[config.mk]
export PLATFORM = sky130hd
export DESIGN_NAME = bitGen
export DESIGN_NICKNAME = d
export VERILOG_FILES = /design/src/verilog/bitGenPkg.sv /design/src/verilog/tileFetch.sv /design/src/verilog/glyphDecoder.sv /design/src/verilog/pathMask.sv /design/src/verilog/paletteOut.sv /design/src/verilog/bitGen.sv
export SDC_FILE = /design/constraint.sdc
export NUM_CORES = 1
export LEC_CHECK = 0
export CAP_MARGIN = 20
export CORE_ASPECT_RATIO = 1.2
export CORE_MARGIN = 3
export CORE_UTILIZATION = 49
export DETAILED_ROUTE_END_ITERATION = 12
export DONT_BUFFER_PORTS = 1
export SETUP_SLACK_MARGIN = 0.15
export SYNTH_ARGS = -nofsm -noshare
export SYNTH_HDL_FRONTEND = slang
export SYNTH_SLANG_ARGS = --single-unit
[constraint.sdc]
create_clock -name clk -period 7.8 [get_ports clk]
set_input_delay 2.34 -clock clk [delete_from_list [all_inputs] [get_ports clk]]
set_output_delay 2.34 -clock clk [all_outputs]
set_load 0.005 [all_outputs]
[src/verilog/bitGenPkg.sv]
// Bit generator constants
`default_nettype none

package bitGenPkg;

	// Widths and tile geometry
	localparam int countWidth = 16;
	localparam int tileShift = 2;
	localparam int pixelPosWidth = 4;
	localparam int colorWidth = 8;
	localparam int shapeWidth = 3;

	// Solid squares
	localparam logic [countWidth-1:0] glyphBlack = 16'd0;
	localparam logic [countWidth-1:0] glyphBlue = 16'd1;
	localparam logic [countWidth-1:0] glyphYellow = 16'd2;
	localparam logic [countWidth-1:0] glyphWhite = 16'd53;

	// Path glyph ranges, seven shapes per team
	localparam logic [countWidth-1:0] bluePathFirst = 16'd3;
	localparam logic [countWidth-1:0] bluePathLast = 16'd9;
	localparam logic [countWidth-1:0] yellowPathFirst = 16'd28;
	localparam logic [countWidth-1:0] yellowPathLast = 16'd34;

	// Shape index is the offset from the start of the range
	localparam logic [shapeWidth-1:0] shapeHorizontal = 3'd0;
	localparam logic [shapeWidth-1:0] shapeVertical = 3'd1;
	localparam logic [shapeWidth-1:0] shapeCorner = 3'd2;
	localparam logic [shapeWidth-1:0] shapeLeftDown = 3'd3;
	localparam logic [shapeWidth-1:0] shapeLeftUp = 3'd4;
	localparam logic [shapeWidth-1:0] shapeRightDown = 3'd5;
	localparam logic [shapeWidth-1:0] shapeRightUp = 3'd6;

	localparam logic [1:0] solidBlack = 2'd0;
	localparam logic [1:0] solidBlue = 2'd1;
	localparam logic [1:0] solidYellow = 2'd2;
	localparam logic [1:0] solidWhite = 2'd3;

	// Palette as {R, G, B}
	localparam logic [3*colorWidth-1:0] blueEdge = {8'd0, 8'd162, 8'd230};
	localparam logic [3*colorWidth-1:0] blueInner = {8'd156, 8'd219, 8'd230};
	localparam logic [3*colorWidth-1:0] yellowEdge = {8'd255, 8'd201, 8'd14};
	localparam logic [3*colorWidth-1:0] yellowInner = {8'd255, 8'd254, 8'd145};
	localparam logic [3*colorWidth-1:0] pureBlue = {8'd0, 8'd0, 8'd255};
	localparam logic [3*colorWidth-1:0] pureYellow = {8'd255, 8'd255, 8'd0};
	localparam logic [3*colorWidth-1:0] white = {8'd255, 8'd255, 8'd255};

endpackage

`default_nettype wire

[src/verilog/tileFetch.sv]
// Tile address and offset pipeline
`default_nettype none

module tileFetch #(
	parameter int tileMapBase = 40000,
	parameter int tilesPerRow = 160
) (
	input wire clk,
	input wire reset,
	input wire [bitGenPkg::countWidth-1:0] hCount,
	input wire [bitGenPkg::countWidth-1:0] vCount,
	input wire bright,
	output logic [bitGenPkg::countWidth-1:0] memAddress,
	output logic [bitGenPkg::pixelPosWidth-1:0] pixelPos,
	output logic brightDelayed
);
	import bitGenPkg::*;

	localparam logic [countWidth-1:0] baseWord = countWidth'(tileMapBase);
	localparam logic [countWidth-1:0] rowStride = countWidth'(tilesPerRow);

	logic [countWidth-1:0] tileCol;
	logic [countWidth-1:0] tileRow;
	logic [pixelPosWidth-1:0] pixelPosNext;

	// Upper counter bits pick the tile
	assign tileCol = hCount >> tileShift;
	assign tileRow = vCount >> tileShift;

	// Wraps modulo 2^16 like the memory address bus
	assign memAddress = baseWord + tileCol + tileRow * rowStride;

	// Column in the low bits, row above it
	assign pixelPosNext = {vCount[tileShift-1:0], hCount[tileShift-1:0]};

	// Same edge as the memory read, so offset and glyph stay paired
	always_ff @(posedge clk) begin
		if (reset) begin
			pixelPos <= '0;
			brightDelayed <= 1'b0;
		end else begin
			pixelPos <= pixelPosNext;
			brightDelayed <= bright;
		end
	end

endmodule

`default_nettype wire

[src/verilog/glyphDecoder.sv]
// Glyph code classifier
`default_nettype none

module glyphDecoder (
	input wire [bitGenPkg::countWidth-1:0] glyphCode,
	output logic pathGlyph,
	output logic yellowTeam,
	output logic [bitGenPkg::shapeWidth-1:0] pathShape,
	output logic [1:0] solidSelect
);
	import bitGenPkg::*;

	logic inBlueRange;
	logic inYellowRange;
	logic [shapeWidth-1:0] blueOffset;
	logic [shapeWidth-1:0] yellowOffset;

	assign inBlueRange = (glyphCode >= bluePathFirst) && (glyphCode <= bluePathLast);
	assign inYellowRange = (glyphCode >= yellowPathFirst) && (glyphCode <= yellowPathLast);

	// Both ranges hold seven codes, so three bits of offset suffice
	assign blueOffset = shapeWidth'(glyphCode - bluePathFirst);
	assign yellowOffset = shapeWidth'(glyphCode - yellowPathFirst);

	assign pathGlyph = inBlueRange | inYellowRange;
	assign yellowTeam = inYellowRange;

	always_comb begin
		if (inYellowRange) begin
			pathShape = yellowOffset;
		end else if (inBlueRange) begin
			pathShape = blueOffset;
		end else begin
			pathShape = shapeHorizontal;
		end
	end

	// Bike, explosion and unknown codes all fall to black
	always_comb begin
		case (glyphCode)
			glyphBlack: solidSelect = solidBlack;
			glyphBlue: solidSelect = solidBlue;
			glyphYellow: solidSelect = solidYellow;
			glyphWhite: solidSelect = solidWhite;
			default: solidSelect = solidBlack;
		endcase
	end

endmodule

`default_nettype wire

[src/verilog/pathMask.sv]
// Path glyph edge mask
`default_nettype none

module pathMask (
	input wire [bitGenPkg::shapeWidth-1:0] pathShape,
	input wire [bitGenPkg::pixelPosWidth-1:0] pixelPos,
	output logic onEdge
);
	import bitGenPkg::*;

	// One bit per offset, grouped by row with row 3 leftmost
	// and column 3 leftmost inside each row
	localparam logic [15:0] maskHorizontal = 16'b1111_0000_0000_1111;
	localparam logic [15:0] maskVertical = 16'b1001_1001_1001_1001;
	localparam logic [15:0] maskCorner = 16'b1111_1001_1001_1111;
	localparam logic [15:0] maskLeftDown = 16'b1001_1000_1000_1111;
	localparam logic [15:0] maskLeftUp = 16'b1111_1000_1000_1001;
	localparam logic [15:0] maskRightDown = 16'b1001_0001_0001_1111;
	localparam logic [15:0] maskRightUp = 16'b1111_0001_0001_1001;

	logic [15:0] edgeSet;

	always_comb begin
		case (pathShape)
			shapeHorizontal: edgeSet = maskHorizontal;
			shapeVertical: edgeSet = maskVertical;
			shapeCorner: edgeSet = maskCorner;
			shapeLeftDown: edgeSet = maskLeftDown;
			shapeLeftUp: edgeSet = maskLeftUp;
			shapeRightDown: edgeSet = maskRightDown;
			shapeRightUp: edgeSet = maskRightUp;
			// Index 7 is never decoded
			default: edgeSet = '0;
		endcase
	end

	assign onEdge = edgeSet[pixelPos];

endmodule

`default_nettype wire

[src/verilog/paletteOut.sv]
// Colour select and output register
`default_nettype none

module paletteOut (
	input wire clk,
	input wire reset,
	input wire brightDelayed,
	input wire pathGlyph,
	input wire yellowTeam,
	input wire onEdge,
	input wire [1:0] solidSelect,
	output logic [bitGenPkg::colorWidth-1:0] vgaR,
	output logic [bitGenPkg::colorWidth-1:0] vgaG,
	output logic [bitGenPkg::colorWidth-1:0] vgaB
);
	import bitGenPkg::*;

	logic [3*colorWidth-1:0] pathColor;
	logic [3*colorWidth-1:0] solidColor;
	logic [3*colorWidth-1:0] pixelColor;

	// Team picks the hue, the mask picks edge or inner shade
	always_comb begin
		case ({yellowTeam, onEdge})
			2'b00: pathColor = blueInner;
			2'b01: pathColor = blueEdge;
			2'b10: pathColor = yellowInner;
			default: pathColor = yellowEdge;
		endcase
	end

	always_comb begin
		case (solidSelect)
			solidBlue: solidColor = pureBlue;
			solidYellow: solidColor = pureYellow;
			solidWhite: solidColor = white;
			default: solidColor = '0;
		endcase
	end

	assign pixelColor = pathGlyph ? pathColor : solidColor;

	always_ff @(posedge clk) begin
		if (reset) begin
			{vgaR, vgaG, vgaB} <= '0;
		end else if (!brightDelayed) begin
			// Blanking interval
			{vgaR, vgaG, vgaB} <= '0;
		end else begin
			{vgaR, vgaG, vgaB} <= pixelColor;
		end
	end

endmodule

`default_nettype wire

[src/verilog/bitGen.sv]
// Tile pixel colour generator
`default_nettype none

module bitGen #(
	parameter int tileMapBase = 40000,
	parameter int tilesPerRow = 160
) (
	input wire clk,
	input wire reset,
	input wire [bitGenPkg::countWidth-1:0] hCount,
	input wire [bitGenPkg::countWidth-1:0] vCount,
	input wire bright,
	input wire [bitGenPkg::countWidth-1:0] memData,
	output wire [bitGenPkg::countWidth-1:0] memAddress,
	output wire [bitGenPkg::colorWidth-1:0] vgaR,
	output wire [bitGenPkg::colorWidth-1:0] vgaG,
	output wire [bitGenPkg::colorWidth-1:0] vgaB
);
	import bitGenPkg::*;

	wire [pixelPosWidth-1:0] pixelPos;
	wire brightDelayed;
	wire pathGlyph;
	wire yellowTeam;
	wire [shapeWidth-1:0] pathShape;
	wire [1:0] solidSelect;
	wire onEdge;

	// Address now, offset and bright one edge later with memData
	tileFetch #(
		.tileMapBase(tileMapBase),
		.tilesPerRow(tilesPerRow)
	) fetch0 (
		.clk(clk),
		.reset(reset),
		.hCount(hCount),
		.vCount(vCount),
		.bright(bright),
		.memAddress(memAddress),
		.pixelPos(pixelPos),
		.brightDelayed(brightDelayed)
	);

	glyphDecoder decoder0 (
		.glyphCode(memData),
		.pathGlyph(pathGlyph),
		.yellowTeam(yellowTeam),
		.pathShape(pathShape),
		.solidSelect(solidSelect)
	);

	pathMask mask0 (
		.pathShape(pathShape),
		.pixelPos(pixelPos),
		.onEdge(onEdge)
	);

	paletteOut palette0 (
		.clk(clk),
		.reset(reset),
		.brightDelayed(brightDelayed),
		.pathGlyph(pathGlyph),
		.yellowTeam(yellowTeam),
		.onEdge(onEdge),
		.solidSelect(solidSelect),
		.vgaR(vgaR),
		.vgaG(vgaG),
		.vgaB(vgaB)
	);

endmodule

`default_nettype wire

# Word-level counts from Yosys, hierarchy flattened
# Index checks and enable logic that the tools add are counted.
dict set report totals {
  register_bits 29
  latch_bits 0
  ram_bits 0
  rom_bits 0
  inputBits 51
  output_inout_bits 40
  wordCells 45
  mem_count 0
}
dict set report classes {
  n_addsub 4
  mul 1
  div_mod_pow 0
  n_lt_le_gt_ge 5
  eq_ne 14
  shifts 0
  muxes 9
  bitwise 2
  n_reduce_logical 5
}
# operator count
set ops {}
lappend ops {{24-bit case mux with 3 select lines} 2}
lappend ops {{16-bit case mux with 7 select lines} 1}
lappend ops {{24-bit 2-to-1 mux} 1}
lappend ops {{16-bit by 14-bit adder with 16-bit output, first input constant} 1}
lappend ops {{16-bit adder} 1}
lappend ops {{16-bit by 1-bit == test with 1-bit output, second input constant} 1}
lappend ops {{16-bit by 2-bit == test with 1-bit output, second input constant} 1}
lappend ops {{16-bit by 6-bit == test with 1-bit output, second input constant} 1}
lappend ops {{16-bit by 2-bit >= comparator with 1-bit output, second input constant} 1}
lappend ops {{16-bit by 5-bit >= comparator with 1-bit output, second input constant} 1}
lappend ops {{16-bit by 4-bit less-or-equal comparator with 1-bit output, second input constant} 1}
lappend ops {{16-bit by 6-bit less-or-equal comparator with 1-bit output, second input constant} 1}
lappend ops {{14-bit by 3-bit multiplier with 11-bit output, second input constant} 1}
lappend ops {{3-bit == test, second input constant} 3}
lappend ops {{2-bit == test, second input constant} 3}
lappend ops {{3-bit by 2-bit == test with 1-bit output, second input constant} 2}
lappend ops {{3-bit 2-to-1 mux} 2}
lappend ops {{2-bit case mux with 3 select lines} 1}
lappend ops {{4-bit by 5-bit less-than comparator with 1-bit output, second input constant} 1}
lappend ops {{1-bit binary-select mux with 4-bit select} 1}
lappend ops {{2-bit by 1-bit == test with 1-bit output, second input constant} 2}
lappend ops {{3-bit by 1-bit == test with 1-bit output, second input constant} 1}
lappend ops {{3-bit zero test} 1}
lappend ops {{3-bit by 2-bit subtractor with 3-bit output, second input constant} 1}
lappend ops {{7 further kinds} 8}

# Logic depth before layout (Yosys ltp)
# Gate-level depths: netlist of the first run.
dict set report depth {
  word_depth 11
  depth_mapped 17
  depth_no_buf 17
}

# Cells and area by module
# A second synthesis of the first run with hierarchy kept.
dict set report unflattened {
  cells_unflattened 237
  area_unflattened_um2 2072.0
}
# module n_inst cells_each area_per_inst_um2 seq_area_each_um2
set modules_own_cells {}
lappend modules_own_cells {tileFetch 1 120 1053.5 100.1}
lappend modules_own_cells {paletteOut 1 61 616.8 260.2}
lappend modules_own_cells {glyphDecoder 1 42 295.3 0.0}
lappend modules_own_cells {pathMask 1 14 106.4 0.0}

# Worst setup path before layout of the first run
# No wires, ideal clock.
dict set report synth_path {
  kind {in2out}
  startpoint {in vCount[3] (netlist bit)}
  endpoint {out memAddress[15] (netlist bit)}
  arrival_ns 4.835
  t_required_ns 5.460
  path_slack_ns 0.625
  cell_stages 13
  n_path_buf 0
  path_cell_list {ha_1 -> ha_1 -> inv_1 -> fa_1 -> xor2_1 -> ha_1 -> inv_1 -> ha_1 -> nand2_1 -> o21ai_0 -> o41ai_1 -> o21ai_0 -> xnor2_1}
}
dict set report synth_between {
  elab_chain_len 2
}
# element line
set synth_rtl {}
lappend synth_rtl {{start: declaration} bitGen.sv:11} ;# input wire [bitGenPkg::countWidth-1:0] vCount,
lappend synth_rtl {{14-bit by 3-bit multiplier with 11-bit output} tileFetch.sv:31} ;# assign memAddress = baseWord + tileCol + tileRow * rowStride;
lappend synth_rtl {{16-bit adder} tileFetch.sv:31}
lappend synth_rtl {{end: declaration} bitGen.sv:14} ;# output wire [bitGenPkg::countWidth-1:0] memAddress,
# No other way between the ends.

# Final worst setup path of the first run
# Ends and elaborated chain as after synthesis.

==> results by group, run 1 <==
Power
  • Clk pwr share: between 20 and 25%
  • Seq pwr share: between 20 and 30%
  • P_sw: between 0.1 and 0.15 mW
  • P per Cell Area: around 160 nW/µm²
  • Maximum vdd drop: ~63 µV
  • P_int: between 0.2 and 0.25 mW
  • Leakage: 0.963 nW
  • Switching Fraction: 35.4%
  • Logic pwr share: 49.7%

Global routing
  • GRT Residual Overflow: 0
  • Overall routing resource usage: 14.3%
  • Largest net degree at the start of global routing: 11
  • Global-route wire length before repair: 6050 µm
  • Initial antenna violation count: 0
  • Number of global-route vias before repair: 1531

CTS
  • Clock sink count: 18
  • Clk root buf: clkbuf_8
  • CTS clk-pin slew, worst paths: 70 ps
  • CTS tree: yes
  • Post-cts resize count: 0
  • Hold_buf cts: 0
  • CTS H-tree lvls: 1
  • Worst skew pair latency: 250 ps
  • Post-CTS Setup Bufs: 0
  • Num CTS Buffers: 3
  • Longest Clk Path Bufs: 2

Yosys
  • Syn Nets: 341
  • Syn. warnings: 0
  • Async SR Flop Fraction: 0%
  • Post-synth cell types: 47
  • Adder-Cell Fraction of Synth Area: 28.2%
  • EDFF count, synth: 0
  • Multiplexer area fraction after synthesis: less than 1%
  • Synth Area in Simple Gates: about a fifth
  • Mapped Cells: 243
  • Post-Synth XOR/XNOR Area: 6.97%
  • Post-synth top flop: dfxtp_1
  • Post-Syn Area: approximately 2100 µm²
  • Flops & latches, synth: 18
  • Sequential share of the synthesized area: between 10% and 20%
  • Syn Area/Cell: 8.79 µm²
  • Synth Area in Compound Gates: 16.2%
  • Main combinational cell family by area after synthesis: adder cells

Floorplan
  • Die Height: 78.3 µm
  • Starting Density: 52.5%
  • Core Footprint: between 4000 and 5000 µm²
  • Die area: between 5000 and 6000 µm²
  • Die width: around 66 µm
  • Row Count: 25
  • Io pins: 91

Routing
  • DRT iter0 DRCs: 36
  • First drt pass iteration count: 4
  • Detailed-route DRC error count: 0
  • Vias/cell: roughly 5.5
  • Final wirelength: 3650 µm
  • Antenna Nets Post-Route: 0
  • Drt wl/cell: ~13 µm
  • Via Count: around 1600

Critical path
  • Crit-path max FO: 3
  • R2R Path Start: fetch0.pixelPos[0]$_SDFF_PP0_
  • Worst Path Arrival: 4950 ps
  • CP dominant cell by count: ha_1
  • Slowest CP cell: fa_1
  • Crit path buf inv count: 3
  • Reg2Reg Depth: 7
  • R2R Setup Slk: 6060 ps
  • Critical Path Start: vCount[3]
  • Crit Path Class: in -> out
  • CP Depth: 17
  • Delay-heaviest family, CP: adder cells
  • Critical Path Max Stage Delay: 390 ps
  • RR Endpoint: palette0.vgaG[4]$_SDFF_PP0_
  • Worst-path cell chain: ha_1 -> ha_1 -> inv_1 -> fa_1 -> nor2b_1 -> o21ai_0 -> nand2b_1 -> xnor2_1 -> ha_1 -> inv_1 -> ha_1 -> nor2_1 -> nor2_1 -> o41ai_1 -> buf_4 -> o21ai_0 -> xnor2_1
  • Worst setup path end: memAddress[15]
  • Worst path required time: about 5500 ps
  • CP Launch Type: input port
  • Critical Path End Type: primary output

STA
  • RSZ-0062 raised after global routing: no
  • Max_slew headroom: 71.7%
  • Worst hold slack: 677 ps
  • Min Clock Period, post-route: 7290 ps
  • Setup TNS: 0 ps
  • Slew at the pin closest to its max-slew limit: 414 ps
  • Period Utilization, post-route: 93.4%
  • Final Setup Violations: 0
  • Setup Skew: 1.96 ps
  • Slew Viols, Final: 0
  • Final hold violations: 0
  • Fmax: 0.137 GHz

Cells and area
  • Ant. Diodes: 0
  • Area Growth Syn to Fin: -0.762%
  • Layout cells sized above 1: 7.42%
  • Layout net count: 328

Place
  • Number of port buffers: 0
  • DPL Wire Length: 3240 µm
  • Global placer's final weighted congestion: 0.803

Run status
  • Run status: completed

Min path
  • HP Start: fetch0.brightDelayed$_SDFF_PP0_
  • Hold Path Class: reg -> reg

Run
  • Max_cap viols: 0
-- how the worst min path moves through the flow --
stage	end	slack, ps	cells after the start
detailed placement	palette0.vgaG[4]$_SDFF_PP0_	680	2
finish	palette0.vgaG[2]$_SDFF_PP0_	680	2
global route	palette0.vgaG[2]$_SDFF_PP0_	740	2
CTS	palette0.vgaG[4]$_SDFF_PP0_	680	2
floorplan	palette0.vgaB[2]$_SDFF_PP0_	640	3
global placement	palette0.vgaG[4]$_SDFF_PP0_	670	2
-- area by class of cell --
class / count / area, µm²
fill: 406 / 1950
multi-input combinational: 178 / 1520
sequential: 18 / 360
inverter: 28 / 110
tap: 54 / 67.6
clock buffer: 4 / 55.1
timing repair buffer: 1 / 7.51
-- registers in the layout, indices dropped and copies added, names as in the netlist --
| register | cells |
|---|---|
| palette0.vgaG | 7 |
| palette0.vgaB | 5 |
| fetch0.pixelPos | 4 |
| fetch0.brightDelayed | 1 |
| palette0.vgaR | 1 |
-- metrics by stage --
| stage | area, µm² | utilization [%] | std cells | setup WS (ps) | power [mW] |
|---|---|---|---|---|---|
| global route | 2120 | 52.1 | 283 | 176 | 0.372 |
| finish | 2120 | 52.1 | 283 | 513 | 0.335 |
| global placement | 2060 | 50.8 | 279 | 463 | 0.265 |
| CTS | 2120 | 52.1 | 283 | 441 | 0.343 |
| detailed placement | 2060 | 50.8 | 279 | 455 | 0.267 |
| floorplan | 2140 | - | 243 | 625 | 0.238 |
-- worst reg2reg max path, stage by stage (launching register included) --
cell and delay [ps]:
dfxtp_1 340, xor2_1 190, a2111oi_1 400, nand3b_1 200, ha_1 200, nand2b_1 130
o21bai_1 110, a21oi_1 80
-- layer usage --
layer  vias to the layer above  share of wire, %  global-route usage [%]
met1                       702                38                    14.2
met3                         5               6.5                    3.43
met2                        44                55                    27.9
li1                        800                 -                       -
met4                         0               1.3                    4.47
met5                         -                 0                       0
-- cells in the final DEF (no fill, tap or decap), types with 2 or more instances in the layout --
master     count
ha_1          45
inv_1         27
dfxtp_1       18
a21oi_1       17
nand2_1       14
xnor2_1       13
nor2_1        11
nor2b_1        9
o21ai_0        7
nor3_1         6
nand2b_1       5
xor2_1         4
nand3_1        4
o21bai_1       4
a21o_1         4
clkbuf_8       4
nor4_4         2
or4_4          2
mux2i_1        2
or3_1          2
o2111ai_1      2
o41ai_1        2
fa_1           2
-- cells in the mapped netlist, types with 2 or more instances --
cell / count / area share (%)
o41ai_1: 2 / 0.82
or3_1: 2 / 0.59
buf_4: 16 / 5.6
mux2i_1: 2 / 0.94
nor2b_1: 9 / 2.6
nand2_1: 14 / 2.5
a21oi_1: 17 / 4.0
o21ai_0: 7 / 1.6
o2111ai_1: 2 / 0.82
inv_1: 27 / 4.7
nand3_1: 4 / 0.94
nor2_1: 11 / 1.9
nor4_4: 2 / 2.0
xnor2_1: 13 / 5.3
nand2b_1: 5 / 1.5
dfxtp_1: 18 / 17
fa_1: 2 / 1.9
nor3_1: 6 / 1.4
xor2_1: 4 / 1.6
ha_1: 45 / 26
a21o_1: 4 / 1.4
or4_4: 2 / 1.1
o21bai_1: 4 / 1.4
buf_6: 2 / 1.1
-- logic make-up after synthesis --
group / after synthesis
muxes: 2
and+or+nand+nor: 64
DFF: 18
buffers and inverters: 47
AOI/OAI and AO/OA: 48
adders and majority gates: 47
xor gates and xnor gates: 17
-- power groups by stage --
| stage | combinational (mW) | sequential, mW | clock, mW |
|---|---|---|---|
| finish | 0.166 | 0.0944 | 0.0742 |
| global route | 0.195 | 0.0945 | 0.0819 |
| CTS | 0.172 | 0.0944 | 0.0767 |
| detailed placement | 0.171 | 0.0965 | 0 |
| global placement | 0.169 | 0.0965 | 0 |
| floorplan | 0.141 | 0.0963 | 0 |
Power figures use the tool's default switching activity.
==> inputs of run 2 (changes only) <==
--- a/config.mk
+++ b/config.mk
@@ -7,7 +7,7 @@
 export LEC_CHECK = 0
 export CAP_MARGIN = 20
 export CORE_ASPECT_RATIO = 1.2
-export CORE_MARGIN = 3
+export CORE_MARGIN = 1.5
 export CORE_UTILIZATION = 49
 export DETAILED_ROUTE_END_ITERATION = 12
 export DONT_BUFFER_PORTS = 1
==> constraint.sdc (replaced) <==
create_clock -name clk -period 8.2 [get_ports clk]
set_input_delay 2.46 -clock clk [delete_from_list [all_inputs] [get_ports clk]]
set_output_delay 2.46 -clock clk [all_outputs]
set_load 0.005 [all_outputs]
==> results by group, run 2 (synthesized netlist as in run 1, its figures left out) <==
STA
  • Max_slew headroom: between 60% and 70%
  • Fmax: approximately 0.13 GHz
  • Setup Skew: 2.36 ps
  • RSZ-0062 raised after global routing: no
  • Slew at the pin closest to its max-slew limit: 547 ps
  • Slew Viols, Final: 0
  • Worst hold slack: 677 ps
  • Period Utilization, post-route: approximately 94%
  • Setup TNS: 0 ps
  • Final hold violations: 0
  • Final Setup Violations: 0
  • Min Clock Period, post-route: 7710 ps

Cells and area
  • Area Growth Syn to Fin: -0.996%
  • Final Non-Filler Cells: approximately 280
  • Commonest non-fill, non-tap cell in the layout: ha_1
  • Layout net count: 327
  • Most frequent cells in the layout: ha_1, inv_1, dfxtp_1, a21oi_1, nand2_1
  • Ant. Diodes: 0
  • Layout cells sized above 1: 7.02%
  • Fillers: 417
  • Number of flip-flops in the largest register: 7

Routing
  • First drt pass iteration count: 6
  • DRT iter0 DRCs: 68
  • Detailed-route DRC error count: 0
  • Via Count: 1530
  • Final wirelength: 3470 µm
  • Drt wl/cell: 12.2 µm
  • Antenna Nets Post-Route: 0
  • Vias/cell: between 5 and 6

Min path
  • WHS Path Cells: 2
  • Hold EP: palette0.vgaB[4]$_SDFF_PP0_
  • HP Start: fetch0.brightDelayed$_SDFF_PP0_
  • Hold Path Class: reg -> reg

CTS
  • CTS tree: yes
  • Hold_buf cts: 0
  • CTS clk-pin slew, worst paths: ~70 ps
  • CTS H-tree lvls: 1
  • Clock sink count: 18
  • Num CTS Buffers: 3
  • Clk root buf: clkbuf_8
  • Post-cts resize count: 0
  • Longest Clk Path Bufs: 2
  • Worst skew pair latency: 250 ps
  • Post-CTS Setup Bufs: 0

Power
  • Leakage: 0.958 nW
  • Maximum vdd drop: 70.8 µV
  • P per Cell Area: 148 nW/µm²
  • Total Power: 0.314 mW

Global routing
  • Initial antenna violation count: 0
  • Largest net degree at the start of global routing: 11
  • Number of global-route vias before repair: 1500
  • GRT Residual Overflow: 0
  • Global-route wire length before repair: 5880 µm
  • Overall routing resource usage: 15.0%

Critical path
  • Worst path required time: between 5000 and 6000 ps
  • Reg2Reg Depth: 7
  • R2R Path Start: fetch0.pixelPos[0]$_SDFF_PP0_
  • Worst Path Arrival: 5250 ps
  • Crit-path max FO: 4
  • Crit Path Class: in -> out
  • RR Endpoint: palette0.vgaG[4]$_SDFF_PP0_
  • Critical Path Max Stage Delay: roughly 480 ps
  • Worst-path cell chain: ha_1 -> ha_1 -> inv_1 -> fa_1 -> xor2_1 -> ha_1 -> inv_1 -> ha_1 -> nand2_1 -> o21ai_0 -> o41ai_1 -> o21ai_0 -> xnor2_1
  • CP Launch Type: input port
  • Slowest CP cell: o41ai_1
  • R2R Setup Slk: 6480 ps
  • CP dominant cell by count: ha_1
  • Critical Path End Type: primary output

Run status
  • Run status: completed

Floorplan
  • Starting Density: approximately half
  • Die Height: 75.3 µm
  • Core Footprint: roughly 4200 µm²
  • Die width: 63.3 µm
  • Die area: ~4800 µm²
  • Row Count: 26
  • Io pins: 91

Run
  • Max_cap viols: 0

Place
  • Number of port buffers: 0
  • Global placer's final weighted congestion: 0.789
  • Inst Count DP: 280
  • DPL Wire Length: about 3000 µm
==> run 2: cell count changes in the layout (fill, tap and decap cells not counted) <==
cell,delta
buf_4,-1
==> run 2: layout make-up <==
class	count	area, µm²	share of cell area [%]
Tap cell	56	70.1	3.31
Multi-Input combinational cell	178	1520	71.8
Clock buffer	4	55.1	2.60
Inverter	28	110	5.21
Sequential cell	18	360	17.0
==> run 2: worst max-delay path, delay by kind of cell <==
family                     cells  cell delay (ps)
and+or+nand+nor                1               70
xor gates and xnor gates       2              400
buffers and inverters          2               90
adders and majority gates      5             1420
AOI/OAI and AO/OA              3              810
==> run 2: worst max-delay path by stage <==
stage,from,endpoint,slack (ps)
2_1_floorplan,vCount[3],memAddress[15],780
3_3_place_gp,vCount[3],memAddress[15],430
3_5_place_dp,vCount[3],memAddress[15],380
4_1_cts,vCount[3],memAddress[15],400
5_1_grt,vCount[3],memAddress[15],230
6_report,vCount[3],memAddress[15],490
==> run 2: through the flow <==
stage / worst slack [ps] / utilization [%] / instance area (µm²)
2_1_floorplan: 785 / - / 2140
3_3_place_gp: 433 / 48.7 / 2060
3_5_place_dp: 385 / 48.7 / 2060
4_1_cts: 395 / 50.0 / 2110
5_1_grt: 226 / 50.0 / 2110
6_report: 494 / 50.0 / 2110
==> run 2: per-layer routing <==
metal	routed length (µm)	track usage, %	vias up	share of wire, %
met4	6	2.90	0	0.17
met1	1390	15.5	682	40
met3	218	3.40	2	6.3
met5	0	0	-	0
li1	-	-	800	-
met2	1860	31.1	46	54
==> run 2: power breakdown <==
part	internal [mW]	total, mW	leakage (nW)	switching, mW
Sequential	0.0887	0.0898	0.146	0.00103
Combinational	0.0702	0.153	0.783	0.0830
Clock	0.0426	0.0709	0.0288	0.0283
